==> config.mk <==
export PLATFORM = sky130hd
export DESIGN_NAME = rx_axi_top
export DESIGN_NICKNAME = d
export VERILOG_FILES = /design/src/hw/rx_pkg.sv /design/src/hw/rx_axi_top.sv /design/src/hw/rx_beat_fifo.sv /design/src/hw/rx_egress.sv /design/src/hw/rx_ingress.sv /design/src/hw/rx_null_gen.sv
export SDC_FILE = /design/constraint.sdc
export NUM_CORES = 1
export LEC_CHECK = 0
export BUFFER_PORTS_ARGS = -buffer_cell sky130_fd_sc_hd__buf_4
export CELL_PAD_IN_SITES_DETAIL_PLACEMENT = 1
export CELL_PAD_IN_SITES_GLOBAL_PLACEMENT = 2
export CORE_ASPECT_RATIO = 0.8
export CORE_MARGIN = 2
export CORE_UTILIZATION = 47
export CTS_CLUSTER_DIAMETER = 200
export DETAILED_ROUTE_END_ITERATION = 12
export HOLD_SLACK_MARGIN = 0.05
export PLACE_DENSITY_LB_ADDON = 0.1
export SLEW_MARGIN = 0
export SYNTH_ARGS = -nofsm -noshare
export SYNTH_HDL_FRONTEND = slang
export SYNTH_SLANG_ARGS = --single-unit
==> constraint.sdc <==
create_clock -name com_iclk -period 8 [get_ports com_iclk]
set_input_delay 0.8 -clock com_iclk [delete_from_list [all_inputs] [get_ports com_iclk]]
set_output_delay 0.8 -clock com_iclk [all_outputs]
set_load 0.01 [all_outputs]
==> src/hw/rx_pkg.sv <==
// RX bridge shared definitions
// Datapath sizes, vector types and FSM encodings for the TRN to AXI-Stream path

package rx_pkg;

  // ----------------------------------------
  // Datapath sizes
  // ----------------------------------------

  // Fixed 64-bit datapath, two DWORDs per beat
  localparam int DATA_W      = 64;
  localparam int KEEP_W      = DATA_W / 8;
  localparam int DW_PER_BEAT = DATA_W / 32;

  // Beat FIFO, depth must stay a power of two for pointer wrap
  localparam int FIFO_DEPTH = 8;
  localparam int FIFO_PTR_W = $clog2(FIFO_DEPTH);

  // Remaining length counter and is_eof field widths
  localparam int LEN_W = 12;
  localparam int EOF_W = 5;

  // ----------------------------------------
  // Vector types
  // ----------------------------------------

  typedef logic [DATA_W-1:0] rx_data_t;
  typedef logic [KEEP_W-1:0] rx_keep_t;

  // DWORDs left in a TLP, may briefly go negative on a bad header
  typedef logic signed [LEN_W-1:0] rx_len_t;

  // Bit 4 marks end of packet, bits 3:0 give last valid byte offset
  typedef logic [EOF_W-1:0] rx_eof_t;

  // ----------------------------------------
  // FSM encodings
  // ----------------------------------------

  // Null generator tracks whether a multi-beat TLP is open
  typedef enum logic {NULL_IDLE, NULL_IN_PKT} null_state_e;

  // Egress forwards, fills with nulls, or flushes an aborted packet
  typedef enum logic [1:0] {EG_PASS, EG_NULL, EG_DROP} egress_state_e;

endpackage

==> src/hw/rx_axi_top.sv <==
// RX bridge top level
// TRN receive stream in, AXI4-Stream user stream out

`timescale 1ns/100ps

module rx_axi_top import rx_pkg::*; (
  input  logic     com_iclk,
  input  logic     com_sysrst,
  input  rx_data_t trn_td,
  input  logic     trn_sof,
  input  logic     trn_eof,
  input  logic     trn_rem,
  input  logic     trn_src_dsc,
  input  logic     trn_src_rdy,
  output logic     trn_dst_rdy,
  output rx_data_t m_axis_tdata,
  output rx_keep_t m_axis_tkeep,
  output logic     m_axis_tvalid,
  input  logic     m_axis_tready,
  output logic     m_axis_tlast,
  output rx_eof_t  m_axis_is_eof,
  output logic     m_axis_dsc
);

  // Ingress to FIFO
  logic     wr_valid, wr_ready;
  rx_data_t wr_data;
  rx_keep_t wr_keep;
  logic     wr_sof, wr_eof, wr_dsc;

  // FIFO to egress
  logic     rd_valid, rd_ready;
  rx_data_t rd_data;
  rx_keep_t rd_keep;
  logic     rd_sof, rd_eof, rd_dsc;

  rx_ingress i_ingress (
    .com_iclk, .com_sysrst,
    .trn_td, .trn_sof, .trn_eof, .trn_rem, .trn_src_dsc, .trn_src_rdy, .trn_dst_rdy,
    .wr_valid, .wr_ready, .wr_data, .wr_keep, .wr_sof, .wr_eof, .wr_dsc
  );

  rx_beat_fifo i_fifo (
    .com_iclk, .com_sysrst,
    .wr_valid, .wr_ready, .wr_data, .wr_keep, .wr_sof, .wr_eof, .wr_dsc,
    .rd_valid, .rd_ready, .rd_data, .rd_keep, .rd_sof, .rd_eof, .rd_dsc
  );

  rx_egress i_egress (
    .com_iclk, .com_sysrst,
    .rd_valid, .rd_ready, .rd_data, .rd_keep, .rd_sof, .rd_eof, .rd_dsc,
    .m_axis_tdata, .m_axis_tkeep, .m_axis_tvalid, .m_axis_tready,
    .m_axis_tlast, .m_axis_is_eof, .m_axis_dsc
  );

endmodule

==> src/hw/rx_beat_fifo.sv <==
// RX beat FIFO
// Circular buffer of whole beats with valid/ready on both sides

`timescale 1ns/100ps

module rx_beat_fifo import rx_pkg::*; (
  input  logic     com_iclk,
  input  logic     com_sysrst,
  input  logic     wr_valid,
  output logic     wr_ready,
  input  rx_data_t wr_data,
  input  rx_keep_t wr_keep,
  input  logic     wr_sof,
  input  logic     wr_eof,
  input  logic     wr_dsc,
  output logic     rd_valid,
  input  logic     rd_ready,
  output rx_data_t rd_data,
  output rx_keep_t rd_keep,
  output logic     rd_sof,
  output logic     rd_eof,
  output logic     rd_dsc
);

  // Storage, one slot per beat
  rx_data_t              mem_data [FIFO_DEPTH];
  rx_keep_t              mem_keep [FIFO_DEPTH];
  logic [FIFO_DEPTH-1:0] mem_sof;
  logic [FIFO_DEPTH-1:0] mem_eof;
  logic [FIFO_DEPTH-1:0] mem_dsc;

  logic [FIFO_PTR_W-1:0] wr_ptr;
  logic [FIFO_PTR_W-1:0] rd_ptr;
  logic [FIFO_PTR_W:0]   count;
  logic                  do_wr;
  logic                  do_rd;

  assign wr_ready = (count != (FIFO_PTR_W+1)'(FIFO_DEPTH));
  assign rd_valid = (count != '0);
  assign do_wr    = wr_valid && wr_ready;
  assign do_rd    = rd_valid && rd_ready;

  // Head of queue straight from storage
  assign rd_data = mem_data[rd_ptr];
  assign rd_keep = mem_keep[rd_ptr];
  assign rd_sof  = mem_sof[rd_ptr];
  assign rd_eof  = mem_eof[rd_ptr];
  assign rd_dsc  = mem_dsc[rd_ptr];

  always_ff @(posedge com_iclk) begin
    if (do_wr) begin
      mem_data[wr_ptr] <= wr_data;
      mem_keep[wr_ptr] <= wr_keep;
      mem_sof[wr_ptr]  <= wr_sof;
      mem_eof[wr_ptr]  <= wr_eof;
      mem_dsc[wr_ptr]  <= wr_dsc;
    end
  end

  // Pointers wrap naturally at the power-of-two depth
  always_ff @(posedge com_iclk) begin
    if (com_sysrst) begin
      wr_ptr <= '0;
      rd_ptr <= '0;
      count  <= '0;
    end else begin
      if (do_wr) wr_ptr <= wr_ptr + 1'b1;
      if (do_rd) rd_ptr <= rd_ptr + 1'b1;
      case ({do_wr, do_rd})
        2'b10:   count <= count + 1'b1;
        2'b01:   count <= count - 1'b1;
        default: count <= count;
      endcase
    end
  end

endmodule

==> src/hw/rx_egress.sv <==
// RX egress stage
// Drives the user stream from the FIFO and pads a discontinued TLP with null beats

`timescale 1ns/100ps

module rx_egress import rx_pkg::*; (
  input  logic     com_iclk,
  input  logic     com_sysrst,
  input  logic     rd_valid,
  output logic     rd_ready,
  input  rx_data_t rd_data,
  input  rx_keep_t rd_keep,
  input  logic     rd_sof,
  input  logic     rd_eof,
  input  logic     rd_dsc,
  output rx_data_t m_axis_tdata,
  output rx_keep_t m_axis_tkeep,
  output logic     m_axis_tvalid,
  input  logic     m_axis_tready,
  output logic     m_axis_tlast,
  output rx_eof_t  m_axis_is_eof,
  output logic     m_axis_dsc
);

  egress_state_e state;
  egress_state_e state_nxt;
  // Aborted packet still has beats up to a late eof in the FIFO
  logic          drop_after;
  logic          drop_after_nxt;
  logic          null_tlast;
  rx_keep_t      null_keep;
  rx_eof_t       null_is_eof;
  rx_len_t       pkt_len_left;

  // ----------------------------------------
  // Output mux and next state
  // ----------------------------------------
  always_comb begin
    state_nxt      = state;
    drop_after_nxt = drop_after;
    m_axis_tdata   = rd_data;
    m_axis_tkeep   = rd_keep;
    m_axis_tvalid  = 1'b0;
    // Head eof only counts while the FIFO holds a beat
    m_axis_tlast   = rd_valid && rd_eof;
    // Upper half enabled means the last byte is at offset 7
    m_axis_is_eof  = rd_eof ? {1'b1, (rd_keep[4] ? 4'd7 : 4'd3)} : 5'b00011;
    m_axis_dsc     = 1'b0;
    rd_ready       = 1'b0;
    case (state)
      EG_PASS: begin
        // A dsc beat is always swallowed here
        m_axis_tvalid = rd_valid && !rd_dsc;
        rd_ready      = rd_dsc || m_axis_tready;
        if (rd_valid && rd_dsc) begin
          if (!rd_sof && (pkt_len_left > 0)) begin
            state_nxt      = EG_NULL;
            drop_after_nxt = !rd_eof;
          end else if (!rd_eof) begin
            state_nxt = EG_DROP;
          end
        end
      end
      EG_NULL: begin
        m_axis_tdata  = '0;
        m_axis_tkeep  = null_keep;
        m_axis_tvalid = 1'b1;
        m_axis_tlast  = null_tlast;
        m_axis_is_eof = null_is_eof;
        m_axis_dsc    = null_tlast;
        if (m_axis_tready && null_tlast) begin
          state_nxt      = drop_after ? EG_DROP : EG_PASS;
          drop_after_nxt = 1'b0;
        end
      end
      EG_DROP: begin
        rd_ready = 1'b1;
        if (rd_valid && rd_eof) state_nxt = EG_PASS;
      end
      default: state_nxt = EG_PASS;
    endcase
  end

  always_ff @(posedge com_iclk) begin
    if (com_sysrst) begin
      state      <= EG_PASS;
      drop_after <= 1'b0;
    end else begin
      state      <= state_nxt;
      drop_after <= drop_after_nxt;
    end
  end

  // Shadows exactly what the user sees
  rx_null_gen i_null_gen (
    .com_iclk     (com_iclk),
    .com_sysrst   (com_sysrst),
    .s_tdata      (m_axis_tdata),
    .s_tvalid     (m_axis_tvalid),
    .s_tready     (m_axis_tready),
    .s_tlast      (m_axis_tlast),
    .null_tlast   (null_tlast),
    .null_keep    (null_keep),
    .null_is_eof  (null_is_eof),
    .pkt_len_left (pkt_len_left)
  );

endmodule

==> src/hw/rx_ingress.sv <==
// RX ingress stage
// Registers TRN beats, builds byte enables and drops stray beats outside a packet

`timescale 1ns/100ps

module rx_ingress import rx_pkg::*; (
  input  logic     com_iclk,
  input  logic     com_sysrst,
  input  rx_data_t trn_td,
  input  logic     trn_sof,
  input  logic     trn_eof,
  input  logic     trn_rem,
  input  logic     trn_src_dsc,
  input  logic     trn_src_rdy,
  output logic     trn_dst_rdy,
  output logic     wr_valid,
  input  logic     wr_ready,
  output rx_data_t wr_data,
  output rx_keep_t wr_keep,
  output logic     wr_sof,
  output logic     wr_eof,
  output logic     wr_dsc
);

  logic     accept;
  logic     keep_beat;
  logic     in_pkt;
  logic     out_load;
  rx_keep_t beat_keep;

  // Skid register holds one beat while the output is stalled
  logic     skid_valid;
  rx_data_t skid_data;
  rx_keep_t skid_keep;
  logic     skid_sof;
  logic     skid_eof;
  logic     skid_dsc;

  assign accept    = trn_src_rdy && trn_dst_rdy;
  // Beats without sof are only kept inside an open packet
  assign keep_beat = accept && (trn_sof || in_pkt);
  // trn_rem on the eof beat leaves only DW0 in bits 31:0 valid
  assign beat_keep = (trn_eof && trn_rem) ? 8'h0F : 8'hFF;
  // Output register is free when empty or being drained
  assign out_load  = !wr_valid || wr_ready;

  // ----------------------------------------
  // Control
  // ----------------------------------------
  always_ff @(posedge com_iclk) begin
    if (com_sysrst) begin
      wr_valid    <= 1'b0;
      skid_valid  <= 1'b0;
      in_pkt      <= 1'b0;
      trn_dst_rdy <= 1'b0;
    end else begin
      if (keep_beat) begin
        in_pkt <= !trn_eof;
      end
      if (out_load) begin
        // Skid beat goes first, skid is never full while a beat is accepted
        wr_valid   <= skid_valid || keep_beat;
        skid_valid <= 1'b0;
      end else if (keep_beat) begin
        skid_valid <= 1'b1;
      end
      // Ready drops as soon as the skid register fills
      trn_dst_rdy <= out_load || !(skid_valid || keep_beat);
    end
  end

  // ----------------------------------------
  // Payload
  // ----------------------------------------
  always_ff @(posedge com_iclk) begin
    // Capture every cycle while empty, only a kept beat sets skid_valid
    if (!skid_valid) begin
      skid_data <= trn_td;
      skid_keep <= beat_keep;
      skid_sof  <= trn_sof;
      skid_eof  <= trn_eof;
      skid_dsc  <= trn_src_dsc;
    end
    if (out_load) begin
      wr_data <= skid_valid ? skid_data : trn_td;
      wr_keep <= skid_valid ? skid_keep : beat_keep;
      wr_sof  <= skid_valid ? skid_sof  : trn_sof;
      wr_eof  <= skid_valid ? skid_eof  : trn_eof;
      wr_dsc  <= skid_valid ? skid_dsc  : trn_src_dsc;
    end
  end

endmodule

==> src/hw/rx_null_gen.sv <==
// RX null beat generator
// Shadows the user stream and tracks DWORDs left so a cut TLP can be padded

`timescale 1ns/100ps

module rx_null_gen import rx_pkg::*; (
  input  logic     com_iclk,
  input  logic     com_sysrst,
  input  rx_data_t s_tdata,
  input  logic     s_tvalid,
  input  logic     s_tready,
  input  logic     s_tlast,
  output logic     null_tlast,
  output rx_keep_t null_keep,
  output rx_eof_t  null_is_eof,
  output rx_len_t  pkt_len_left
);

  null_state_e state;
  null_state_e state_nxt;
  rx_len_t     len_nxt;
  rx_len_t     len_dec;
  rx_len_t     new_pkt_len;
  rx_len_t     overhead;
  logic        beat_acc;
  logic        pkt_done;
  logic        one_dw_left;

  // Header DW0 fields, DW0 sits in bits 31:0 of the first beat
  logic [1:0]  pkt_fmt;
  logic        pkt_td;
  logic [9:0]  payload_len;

  // ----------------------------------------
  // TLP length from the header
  // ----------------------------------------
  assign pkt_fmt     = s_tdata[30:29];
  assign pkt_td      = s_tdata[15];
  // No payload unless FMT bit 1 is set
  assign payload_len = pkt_fmt[1] ? s_tdata[9:0] : 10'd0;

  // Header plus digest, minus the DWORDs carried by this beat
  always_comb begin
    case ({pkt_fmt[0], pkt_td})
      2'b00:   overhead = rx_len_t'(3 - DW_PER_BEAT);
      2'b01:   overhead = rx_len_t'(4 - DW_PER_BEAT);
      2'b10:   overhead = rx_len_t'(4 - DW_PER_BEAT);
      default: overhead = rx_len_t'(5 - DW_PER_BEAT);
    endcase
  end

  // Zero LENGTH is taken literally, not as 1024 DWORDs
  assign new_pkt_len = overhead + rx_len_t'({2'b00, payload_len});

  assign beat_acc = s_tvalid && s_tready;
  assign len_dec  = pkt_len_left - rx_len_t'(DW_PER_BEAT);
  assign pkt_done = (pkt_len_left <= rx_len_t'(DW_PER_BEAT));

  // ----------------------------------------
  // Mealy FSM
  // ----------------------------------------
  always_comb begin
    state_nxt = state;
    len_nxt   = pkt_len_left;
    case (state)
      NULL_IDLE: begin
        // Single-beat packets are never tracked
        if (beat_acc && !s_tlast) begin
          state_nxt = NULL_IN_PKT;
          len_nxt   = new_pkt_len;
        end
      end
      NULL_IN_PKT: begin
        if (beat_acc && (pkt_done || s_tlast)) begin
          state_nxt = NULL_IDLE;
          len_nxt   = '0;
        end else if (beat_acc) begin
          len_nxt = len_dec;
        end
        // Throttled beat holds the count
      end
      default: begin
        state_nxt = NULL_IDLE;
        len_nxt   = '0;
      end
    endcase
  end

  always_ff @(posedge com_iclk) begin
    if (com_sysrst) begin
      state        <= NULL_IDLE;
      pkt_len_left <= '0;
    end else begin
      state        <= state_nxt;
      pkt_len_left <= len_nxt;
    end
  end

  // ----------------------------------------
  // Null beat shape
  // ----------------------------------------
  assign null_tlast  = pkt_done;
  assign one_dw_left = (pkt_len_left == rx_len_t'(1));

  // Last null beat covers one or two DWORDs
  assign null_keep   = (null_tlast && one_dw_left) ? 8'h0F : 8'hFF;
  assign null_is_eof = !null_tlast ? 5'b00011 :
                       one_dw_left ? 5'b10011 : 5'b10111;

endmodule

Word-level counts from Yosys, hierarchy flattened. Memories as Yosys holds them, arrays and structs flattened. A register that Yosys moved wholly into a read port is not among the register bits. Index checks and enable logic that the tools add are counted.

$add $sub $neg: 6. Order comparisons: 5. Equal/unequal tests: 15. Mux-type cells: 56. Bitwise gates (word level): 1. Reductions and logical operators: 38.

Operator list (count): 64-bit two-way mux (2); 12-bit two-way mux (3); 8-bit two-way mux (4); 8-bit bitwise mux (3); 12-bit case mux with 2 select lines (1); 3-bit two-way mux (6); 1-bit two-way mux (16); 1-bit logical AND (15); 5-bit two-way mux (3); 12-bit by 11-bit adder with 12-bit output (1); 12-bit by 2-bit equality test with 1-bit output, second input constant (1); 12-bit by 1-bit greater-than comparator with 1-bit output, second input constant (1); 12-bit by 3-bit less-or-equal comparator with 1-bit output, second input constant (1); 2-bit two-way mux (6); 12-bit by 3-bit subtractor with 12-bit output, second input constant (1); 10-bit two-way mux (1); 1-bit binary-select mux with 3-bit select (3); 3-bit by 4-bit less-than comparator with 1-bit output, second input constant (2); 2-bit by 1-bit != test with 1-bit output, second input constant (4); 1-bit case mux with 2 select lines (4); 4-bit case mux with 2 select lines (1); 4-bit AND reduction (2); 1-bit logical NOT (7); 3-bit by 1-bit adder with 3-bit output, second input constant (2); 19 further kinds (31).

Register bits: 204. Memory bits (writable): 576. Input bits: 72. Output and inout bits: 81. Memories: 2.

Memories: i_fifo.mem_data (depth 8, bits a word 64, rd ports 1, clocked after memory_dff 1, write ports 1, RTL line rx_beat_fifo.sv:26) `rx_data_t mem_data [FIFO_DEPTH];`; i_fifo.mem_keep (depth 8, bits a word 8, rd ports 1, clocked after memory_dff 1, write ports 1, RTL line rx_beat_fifo.sv:27) `rx_keep_t mem_keep [FIFO_DEPTH];`.

Depth between registers and ports, before layout. Gate-level depths: netlist of the first run.

Depth in word-level cells: 9. Mapped depth: 17. Mapped depth without buffers: 13.

Modules after synthesis. A second synthesis of the first run with hierarchy kept.

Cell total of the unflattened synthesis: 1486. Area, all modules: 30225.2 um^2.

Modules (own cells, without submodules): rx_beat_fifo (times used 1, cells each 942, area each 23415.0 um^2); rx_ingress (times used 1, cells each 253, area each 4827.1 um^2); rx_null_gen (times used 1, cells each 147, area each 1137.3 um^2); rx_egress (times used 1, cells each 144, area each 845.8 um^2).

Worst setup path before layout of the first run. No wires, ideal clock.

Path kind: reg-to-reg. Start point: reg i_fifo.count[1]. End point: mem i_fifo.mem_data[0][0] (netlist bit) (enable). Arrival: 6078 ps. Data required time: 7399 ps. Path slack: 1321 ps. Stages on the path, launching flop included: 7. Path buffers: 1. Cell sequence: dfxtp_1 -> clkbuf_1 -> nor3_1 -> nand2_1 -> and2_1 -> nand2b_1 -> nor3_1.

Cells in the longest elaborated chain, start to end: 4.

RTL lines: start: declaration (RTL line rx_beat_fifo.sv:34) `logic [FIFO_PTR_W:0] count;`; start signal: assignment (RTL line rx_beat_fifo.sv:70) `2'b10: count <= count + 1'b1;`; start signal: assignment (RTL line rx_beat_fifo.sv:71) `2'b01: count <= count - 1'b1;`; start signal: assignment (RTL line rx_beat_fifo.sv:72) `default: count <= count;`; 4-bit != test (RTL line rx_beat_fifo.sv:38) `assign wr_ready = (count != (FIFO_PTR_W+1)'(FIFO_DEPTH));`; 1-bit logical AND (RTL line rx_beat_fifo.sv:40) `assign do_wr = wr_valid && wr_ready;`; 1-bit two-way mux (RTL line rx_beat_fifo.sv:51) `if (do_wr) begin`; 1-bit two-way mux (not written as such) (RTL line rx_beat_fifo.sv:52) `mem_data[wr_ptr] <= wr_data;`; end: declaration (RTL line rx_beat_fifo.sv:26).

Every way passes these cells.

==> results of run 1 <==
==> flip-flops by register name (all words and copies together), names as in the netlist, 2 cells and up, named ones only <==
signal                            cells
i_egress.i_null_gen.pkt_len_left     12
i_egress.state                        2
i_fifo.count                          4
i_fifo.mem_data                     512
i_fifo.mem_dsc                        8
i_fifo.mem_eof                        8
i_fifo.mem_keep                      64
i_fifo.mem_sof                        8
i_fifo.rd_ptr                         3
i_fifo.wr_ptr                         3
i_ingress.skid_data                  64
i_ingress.skid_keep                   8
i_ingress.wr_data                    64
i_ingress.wr_keep                     8
==> cell usage in the layout, fill, tap and decap left out, drive strengths merged, types with 10 or more instances in the layout <==
master  Yosys  final
nor2       96     96
edfxtp    675    675
a21oi      23     23
o21ai      16     16
mux2i      87     87
nand2b     10     10
dfxtp     108    108
nand3      10     10
nor3       16     16
clkbuf     37    107
clkinv      0     25
mux4      142    142
inv        23     29
nand2      32     32
buf        41    175
mux2       69     69
==> cells by family (layout without fill, tap and decap cells) <==
kind of cell | after synthesis | after routing
flops | 783 | 783
fa+ha+maj | 10 | 10
mux | 298 | 298
other cells | 2 | 3
compound gates | 82 | 82
simple gates | 203 | 203
xor+xnor | 13 | 13
buf+inv | 101 | 341
==> per-stage QoR <==
step           util (%)  hold WS, ns  setup WS, ns  cells
6_report           54.7        0.394          3.05   2573
5_1_grt            54.7        0.383          2.84   2573
4_1_cts            54.7        0.363          3.01   2573
3_5_place_dp       50.7        0.420          3.51   2430
3_3_place_gp       50.7        0.416          3.63   2430
2_1_floorplan         -        0.404          1.32   1493
==> power by group through the flow <==
stage	registers (mW)	clock network, mW	logic (mW)
after detailed placement	4.82	0	1.98
after global routing	4.75	3.82	2.14
after CTS	4.73	3.66	1.99
after global placement	4.81	0	1.97
after floorplan	4.69	0	1.38
final	4.72	3.58	1.96
==> worst register-to-register path, delay by kind of cell, from the launching register on <==
family          cells  cell delay, ns
buf+inv             1            0.84
compound gates      4            0.83
simple gates        3            0.52
flops               1            0.75
mux                 2            1.10
fa+ha+maj           1            0.32
==> final timing paths <==
| kind | end | from | depth (start not counted) |
|---|---|---|---|
| max | m_axis_tkeep[5] | register | 6 |
| min | i_ingress.in_pkt | trn_eof | 2 |
| min reg2reg | i_ingress.skid_keep[0] | i_ingress.skid_keep[0] | 1 |
| max reg2reg | i_egress.i_null_gen.pkt_len_left[7] | register | 11 |
==> layer usage <==
layer / track usage (%) / vias up / share of wire (%)
met5: 0 / - / 0
met2: 32.0 / 316 / 48
met4: 4.87 / 0 / 1.6
met1: 29.8 / 7701 / 47
li1: - / 6316 / -
met3: 3.16 / 84 / 3.9
==> area by class of cell <==
| class | count | area share [%] |
|---|---|---|
| Clock buffer | 107 | 6.33 |
| Clock inverter | 36 | 1.04 |
| Multi-Input combinational cell | 609 | 19.6 |
| Tap cell | 840 | 3.08 |
| Sequential cell | 783 | 65.8 |
| Inverter | 23 | 0.253 |
| Timing Repair Buffer | 175 | 3.85 |
==> results.yml, run 1 <==
status:
  outcome: "finished clean"
pwr:
  pwr-share-clk_pct: 34.9
  p_switching_mw: 2.75
  p_total_mw: 10.3
  powerDensity_nw_per_um2: 301
  p_int_mw: 7.51
  p_sw_share_pct: 26.8
  vdd_drop_max_mv: 0.176
  p_leak_nw: 11.1
  p_comb_share_pct: 19.1
  p_seq_share_pct: 46.0
finish:
  diodes: 0
  nets: 1751
  syn_to_final_growth_pct: 15.6
  multiInputGateArea_um2: 6700
  fin_area_um2: 34100
  drive_gt1_share_pct: 29.7
  seq_area_um2: 22400
  fillerInstances: 5563
detailed_routing:
  wire_per_inst_um: 25.1
  viasPerCell: 5.60
  detail-route-antenna-nets: 0
  dr.first_iter.drc_count: 997
  vias: 14400
  dr.pass1.iters: 7
  wirelength_um: 64600
  drc: 0
clock_tree:
  cts_tree: "yes"
  cts_setup_buffers: 0
  cts_buffer_depth: 3
  clock-root-buffer: "clkbuf_16"
  insertion_delay_ns: 0.63
  clkTransAtPathRegs_ns: 0.06
  cts_resized: 0
  cts_buffers: 77
  cts_max_level: 3
  clock_sinks: 783
  ctsHoldBuffers: 0
placed_design:
  gp_congestion: 0.749
  place_area_um2: 31600
  detailedPlacementHpwl_um: 35700
  port-buffer-count: 149
yosys:
  yosys.area.top_type: "edfxtp_1"
  ys_seq_area_share_pct: 76.0
  ys.flop_type: "edfxtp_1"
  synth_edf_count: 675
  synth_top_family_by_area: "multiplexers"
  synth_compound_area_share_pct: 1.82
  synth_mux_area_share_pct: 16.5
  ys_warn_count: 0
  synth.top_cells.by_area: "edfxtp_1 69%, mux4_2 10%, dfxtp_1 7.3%"
  yosysTopAreaCellShare_pct: 68.7
  yosysMostFrequentCell: "edfxtp_1"
  synth_xor_area_share_pct: 0.386
  synthTopCellsByCount: "675 x edfxtp_1, 132 x mux4_2, 108 x dfxtp_1"
  synth_simple_gate_area_share_pct: 3.21
  synth_fa_ha_area_share_pct: 0.449
  ys_ff_latch: 783
  synth.distinct_cells: 60
  async_flop_share_pct: 0
  syn-instance-count: 1492
  syn_avg_cell_area_um2: 19.8
  synthesis.area_um2: 29500
setup_path:
  path_cells: "buf_4, buf_4, mux4_2, mux2i_1, a21oi_1, buf_4"
  path_buf_inv: 3
  criticalPathCategory: "register to output pin"
  cp_common_cell: "buf_4"
  crit_arrival_ns: 4.15
  crit_family: "buffers and inverters"
  rrSetupSlack_ns: 3.56
  startpoint_type: "register"
  cp_max_fo: 60
  cp-end-kind: "output pin"
  crit_slowest_cell: "dfxtp_4"
  crit_required_ns: 7.20
  slowest_delay_ns: 0.87
sta:
  drv_slew: 0
  min_period_ns: 4.95
  finalHoldViolCount: 0
  slew_headroom_pct: 28.1
  tightest_slew_ns: 1.08
  finClkSkew_ns: 0.0202
  rsz0062_at_grt: "false"
  fin_crit_sh_pct: 61.8
  finalSetupViolCount: 0
  setup_tns_ns: 0
  max_freq_mhz: 202
global_route:
  grt_overflow: 0
  grt_pass1_wl_um: 97500
  grtUsageTotal_pct: 20.2
  antenna_found_initial: 0
  grt_max_degree: 61
  grt_pass1_vias: 15300
floorplanning:
  rows: 82
  dieHeight_um: 228
  start_util_pct: 47.3
  die-area_um2: 64800
  top_level_ports: 153
  die_x_um: 284
  core_um2: 62400
flow_run:
  cap_violations: 0
hold_path:
  min_path_type: "input port to register"
No activity file was read; power rests on OpenSTA's default activity.
==> run 2: changes to the inputs <==
CORE_UTILIZATION = 43   (was 47)
clock period = 4.5 ns   (was 8 ns; I/O delays follow)
==> results.yml, run 2 (synthesis gave the netlist of run 1 again) <==
status:
  outcome: "finished clean"
setup_path:
  crit_required_ns: 4.05
  startpoint_type: "register"
  crit_arrival_ns: 3.49
  criticalPathCategory: "register to output pin"
  cp_max_fo: 34
  cp-end-kind: "output pin"
sta:
  finClkSkew_ns: 0.0237
  finalSetupViolCount: 0
  drv_slew: 0
  final.setup.worst_slack_ns: 0.561
  tightest_slew_ns: 0.987
  slew_headroom_pct: 34.2
  min_period_ns: 3.94
  rsz0062_at_grt: "false"
  fin_crit_sh_pct: 87.5
  finalHoldViolCount: 0
  max_freq_mhz: 254
detailed_routing:
  wirelength_um: 65700
  viasPerCell: 5.35
  wire_per_inst_um: 24.5
  drc: 0
  dr.pass1.iters: 4
  detail-route-antenna-nets: 0
  vias: 14300
  dr.first_iter.drc_count: 858
clock_tree:
  clkTransAtPathRegs_ns: 0.06
  insertion_delay_ns: 0.63
  cts_buffers: 78
  cts_buffer_depth: 3
  ctsHoldBuffers: 25
  clock_sinks: 783
  cts_max_level: 3
  cts_resized: 0
  cts_setup_buffers: 0
  clock-root-buffer: "clkbuf_16"
  cts_tree: "yes"
finish:
  top_register: "i_fifo.mem_data"
  nets: 1781
  final_common_cell: "edfxtp_1"
  diodes: 0
  syn_to_final_growth_pct: 17.4
  fillerInstances: 6136
  largest_reg_flops: 512
  layout_common_cells: "675 x edfxtp_1, 172 x buf_4, 132 x mux4_2"
  drive_gt1_share_pct: 29.4
  instances_no_fill: 2676
  seq_area_um2: 22400
  multiInputGateArea_um2: 6710
floorplanning:
  rows: 85
  top_level_ports: 153
  start_util_pct: 43.6
  core_um2: 67600
  die-area_um2: 70800
  dieHeight_um: 238
  die_x_um: 297
placed_design:
  port-buffer-count: 149
  detailedPlacementHpwl_um: 36700
  dp_worst_setup_slack_ns: 0.776
  gp_congestion: 0.727
  dp.cells: 2507
pwr:
  powerDensity_nw_per_um2: 532
  p_total_mw: 18.4
  vdd_drop_max_mv: 0.291
  p_leak_nw: 11.2
global_route:
  grt_max_degree: 76
  grtUsageTotal_pct: 18.8
  grt_pass1_wl_um: 99500
  grt_overflow: 0
  grt_pass1_vias: 15500
  antenna_found_initial: 0
flow_run:
  cap_violations: 0
hold_path:
  min_path_type: "input port to register"
-- run 2: changes by cell type in the layout (fill, tap and decap cells not counted), moves of 2 or more --
cell,delta
dlygate4sd3_1,+25
clkbuf_8,-4
clkinvlp_4,+2
buf_12,+7
bufinv_16,+3
buf_4,-3
clkinv_4,-2
nor3_4,+2
nor3_2,-2
-- run 2: worst max-delay path: stages (launching register included) --
cell and delay, ns:
dfxtp_4 0.45, buf_4 0.47, buf_4 0.68, mux4_2 0.60, mux2i_1 0.39, nor2_1 0.08, buf_4 0.17
-- run 2: area by class of cell --
type	instances	area share, %
flip-flops and latches	783	64.8
multi-input cells	609	19.4
clock buffers	105	6.16
repair buffers	204	4.86
well taps	913	3.30
clock inverters	39	1.24
inverters	23	0.249
-- run 2: routing by layer --
metal,up-vias,wire [um],GRT usage [%],share of wire [%]
met5,-,0,0,0
met4,0,1020,3.84,1.6
met3,78,2500,3.13,3.8
met2,258,31700,30.7,48
met1,7604,30500,26.9,46
li1,6379,-,-,-
-- run 2: final timing paths --
kind | start | end | slack [ns] | cells after the start
setup / recovery | register | m_axis_tdata[12] | 0.56 | 6
hold reg to reg | i_ingress.skid_keep[2] | i_ingress.skid_keep[2] | 0.44 | 1
setup reg to reg | register | i_egress.i_null_gen.pkt_len_left[8] | 0.80 | 13
hold / removal | trn_td[6] | i_ingress.skid_data[6] | 0.09 | 2
-- run 2: power by group --
group / switching, mW / total (mW) / internal (mW)
Clock: 2.74 / 6.51 / 3.77
Combinational: 1.91 / 3.57 / 1.66
Sequential: 0.260 / 8.34 / 8.08
Total: 4.92 / 18.4 / 13.5
-- run 2: stage by stage --
| step | area, um^2 | util [%] | hold slack (ns) | setup TNS (ns) |
|---|---|---|---|---|
| 3_5_place_dp | 31800 | 47.0 | 0.425 | 0 |
| 5_1_grt | 34600 | 51.2 | 0.0592 | 0 |
| 3_3_place_gp | 31800 | 47.0 | 0.416 | 0 |
| 6_report | 34600 | 51.2 | 0.0864 | 0 |
| 2_1_floorplan | 29500 | - | 0.404 | -59.90 |
| 4_1_cts | 34600 | 51.2 | 0.0507 | 0 |
==> run 3: changes to the inputs <==
--- a/config.mk
+++ b/config.mk
@@ -15,2 +15,3 @@
 export DETAILED_ROUTE_END_ITERATION = 12
+export GPL_TIMING_DRIVEN = 0
 export HOLD_SLACK_MARGIN = 0.05
==> constraint.sdc (replaced) <==
create_clock -name com_iclk -period 4.5 [get_ports com_iclk]
set_input_delay 0.675 -clock com_iclk [delete_from_list [all_inputs] [get_ports com_iclk]]
set_output_delay 0.675 -clock com_iclk [all_outputs]
set_load 0.01 [all_outputs]
==> results.yml, run 3 (synthesis gave the netlist of run 1 again) <==
clock_tree:
  clock-root-buffer: "clkbuf_16"
  clock_sinks: 783
  clkTransAtPathRegs_ns: 0.06
  cts_max_level: 3
  insertion_delay_ns: 0.63
  cts_buffer_depth: 3
  cts_tree: "yes"
  cts_buffers: 78
pwr:
  p_leak_nw: 11.5
  vdd_drop_max_mv: 0.287
  powerDensity_nw_per_um2: 527
global_route:
  grtUsageTotal_pct: 20.0
  antenna_found_initial: 0
  grt_pass1_vias: 15800
  grt_max_degree: 43
  grt_overflow: 0
  grt_pass1_wl_um: 104000
floorplanning:
  top_level_ports: 153
  die-area_um2: 70800
  start_util_pct: 43.6
  dieHeight_um: 238
  die_x_um: 297
  rows: 85
  core_um2: 67600
setup_path:
  crit_family: "simple AND/OR/NAND/NOR gates"
  path_cells: "buf_6, buf_12, buf_12, buf_6, mux4_2, mux2_2, nand2_1, ha_1, inv_1, ha_1, inv_1, fa_1, nor3_1, and4b_1, nor4b_2, xor2_1, o22ai_1"
  path_buf_inv: 6
  criticalPathCategory: "register to register"
  slowest_delay_ns: 0.53
  crit_required_ns: 4.97
  startpoint_type: "register"
  cp_max_fo: 10
  crit_arrival_ns: 4.71
  crit_slowest_cell: "mux4_2"
  cp-end-kind: "register"
sta:
  hold_ws_ns: 0.290
  finalSetupViolCount: 0
  rsz0062_at_grt: "false"
  slew_headroom_pct: 14.7
  max_freq_mhz: 236
  min_period_ns: 4.24
  tightest_slew_ns: 1.28
  finalHoldViolCount: 0
  fin_crit_sh_pct: 94.1
  setup_tns_ns: 0
  finClkSkew_ns: 0.0217
  drv_slew: 0
finish:
  drive_gt1_share_pct: 30.7
  layout_common_cells: "675 x edfxtp_1, 153 x buf_4, 132 x mux4_2"
  final_common_cell: "edfxtp_1"
  syn_to_final_growth_pct: 19.8
  largest_reg_flops: 512
  top_register: "i_fifo.mem_data"
  instances_no_fill: 2734
  nets: 1838
detailed_routing:
  dr.first_iter.drc_count: 1143
  wirelength_um: 69800
  detail-route-antenna-nets: 0
  vias: 14700
  dr.pass1.iters: 5
  drc: 0
  wire_per_inst_um: 25.5
  viasPerCell: 5.37
flow_run:
  cap_violations: 0
placed_design:
  dp.cells: 2591
  detailedPlacementHpwl_um: 44100
  port-buffer-count: 148
  gp_congestion: 0.747
hold_path:
  min_path_type: "input port to register"
status:
  outcome: "finished clean"
-- run 3: report_power, final --
| part | leakage (nW) | internal, mW | switching, mW | total [mW] |
|---|---|---|---|---|
| registers | 6.97 | 8.08 | 0.155 | 8.23 |
| clock network | 1.25 | 3.79 | 2.71 | 6.50 |
| logic | 3.32 | 1.75 | 2.15 | 3.90 |
| total | 11.5 | 13.6 | 5.01 | 18.6 |
-- run 3: per-stage QoR --
stage / instance area [um^2] / total power, mW / worst slack, ns / util [%]
floorplan: 29500 / 10.8 / -0.166 / -
global placement: 31800 / 12.2 / -4.69 / 47.0
detailed placement: 32700 / 12.3 / -1.21 / 48.4
CTS: 35300 / 18.8 / 0.0317 / 52.2
global route: 35300 / 19.4 / 0.0179 / 52.3
finish: 35300 / 18.6 / 0.264 / 52.3
-- run 3: area by class of cell --
cell class / instances / area (um^2)
plain buffers: 76 / 410
fillers: 6125 / 32300
clock buffers: 119 / 2270
flip-flops and latches: 783 / 22400
well taps: 913 / 1140
multi-input cells: 609 / 6720
clock inverters: 25 / 293
inverters: 23 / 86.3
diodes: 1 / 2.50
repair buffers: 185 / 1990
-- run 3: per-layer routing --
layer	up-vias	part of all wire [%]	wire length [um]	GRT usage (%)
met5	-	0	0	0
met4	0	1.9	1330	4.99
met2	303	49	34200	33.0
met3	103	4.7	3290	3.78
met1	7794	44	30900	27.7
li1	6494	-	-	-
-- run 3: worst paths after layout --
path	from	end	slack, ns	depth (start not counted)
worst min register to register	i_ingress.skid_keep[1]	i_ingress.skid_keep[1]	0.44	1
worst min-delay path	trn_td[61]	i_ingress.skid_data[61]	0.29	2
worst max-delay path	register	i_egress.i_null_gen.pkt_len_left[8]	0.26	17
worst max register to register	register	i_egress.i_null_gen.pkt_len_left[8]	0.26	17
-- run 3: what timing repair did --
item | 4_1_cts | 5_1_grt
endpoints found under the setup margin | 74 | 28
resized for setup | 18 | 20
pin swaps | 0 | 0
hold buffers | 0 | 0
endpoints found under the hold margin | 0 | 0
setup buffers | 0 | 0
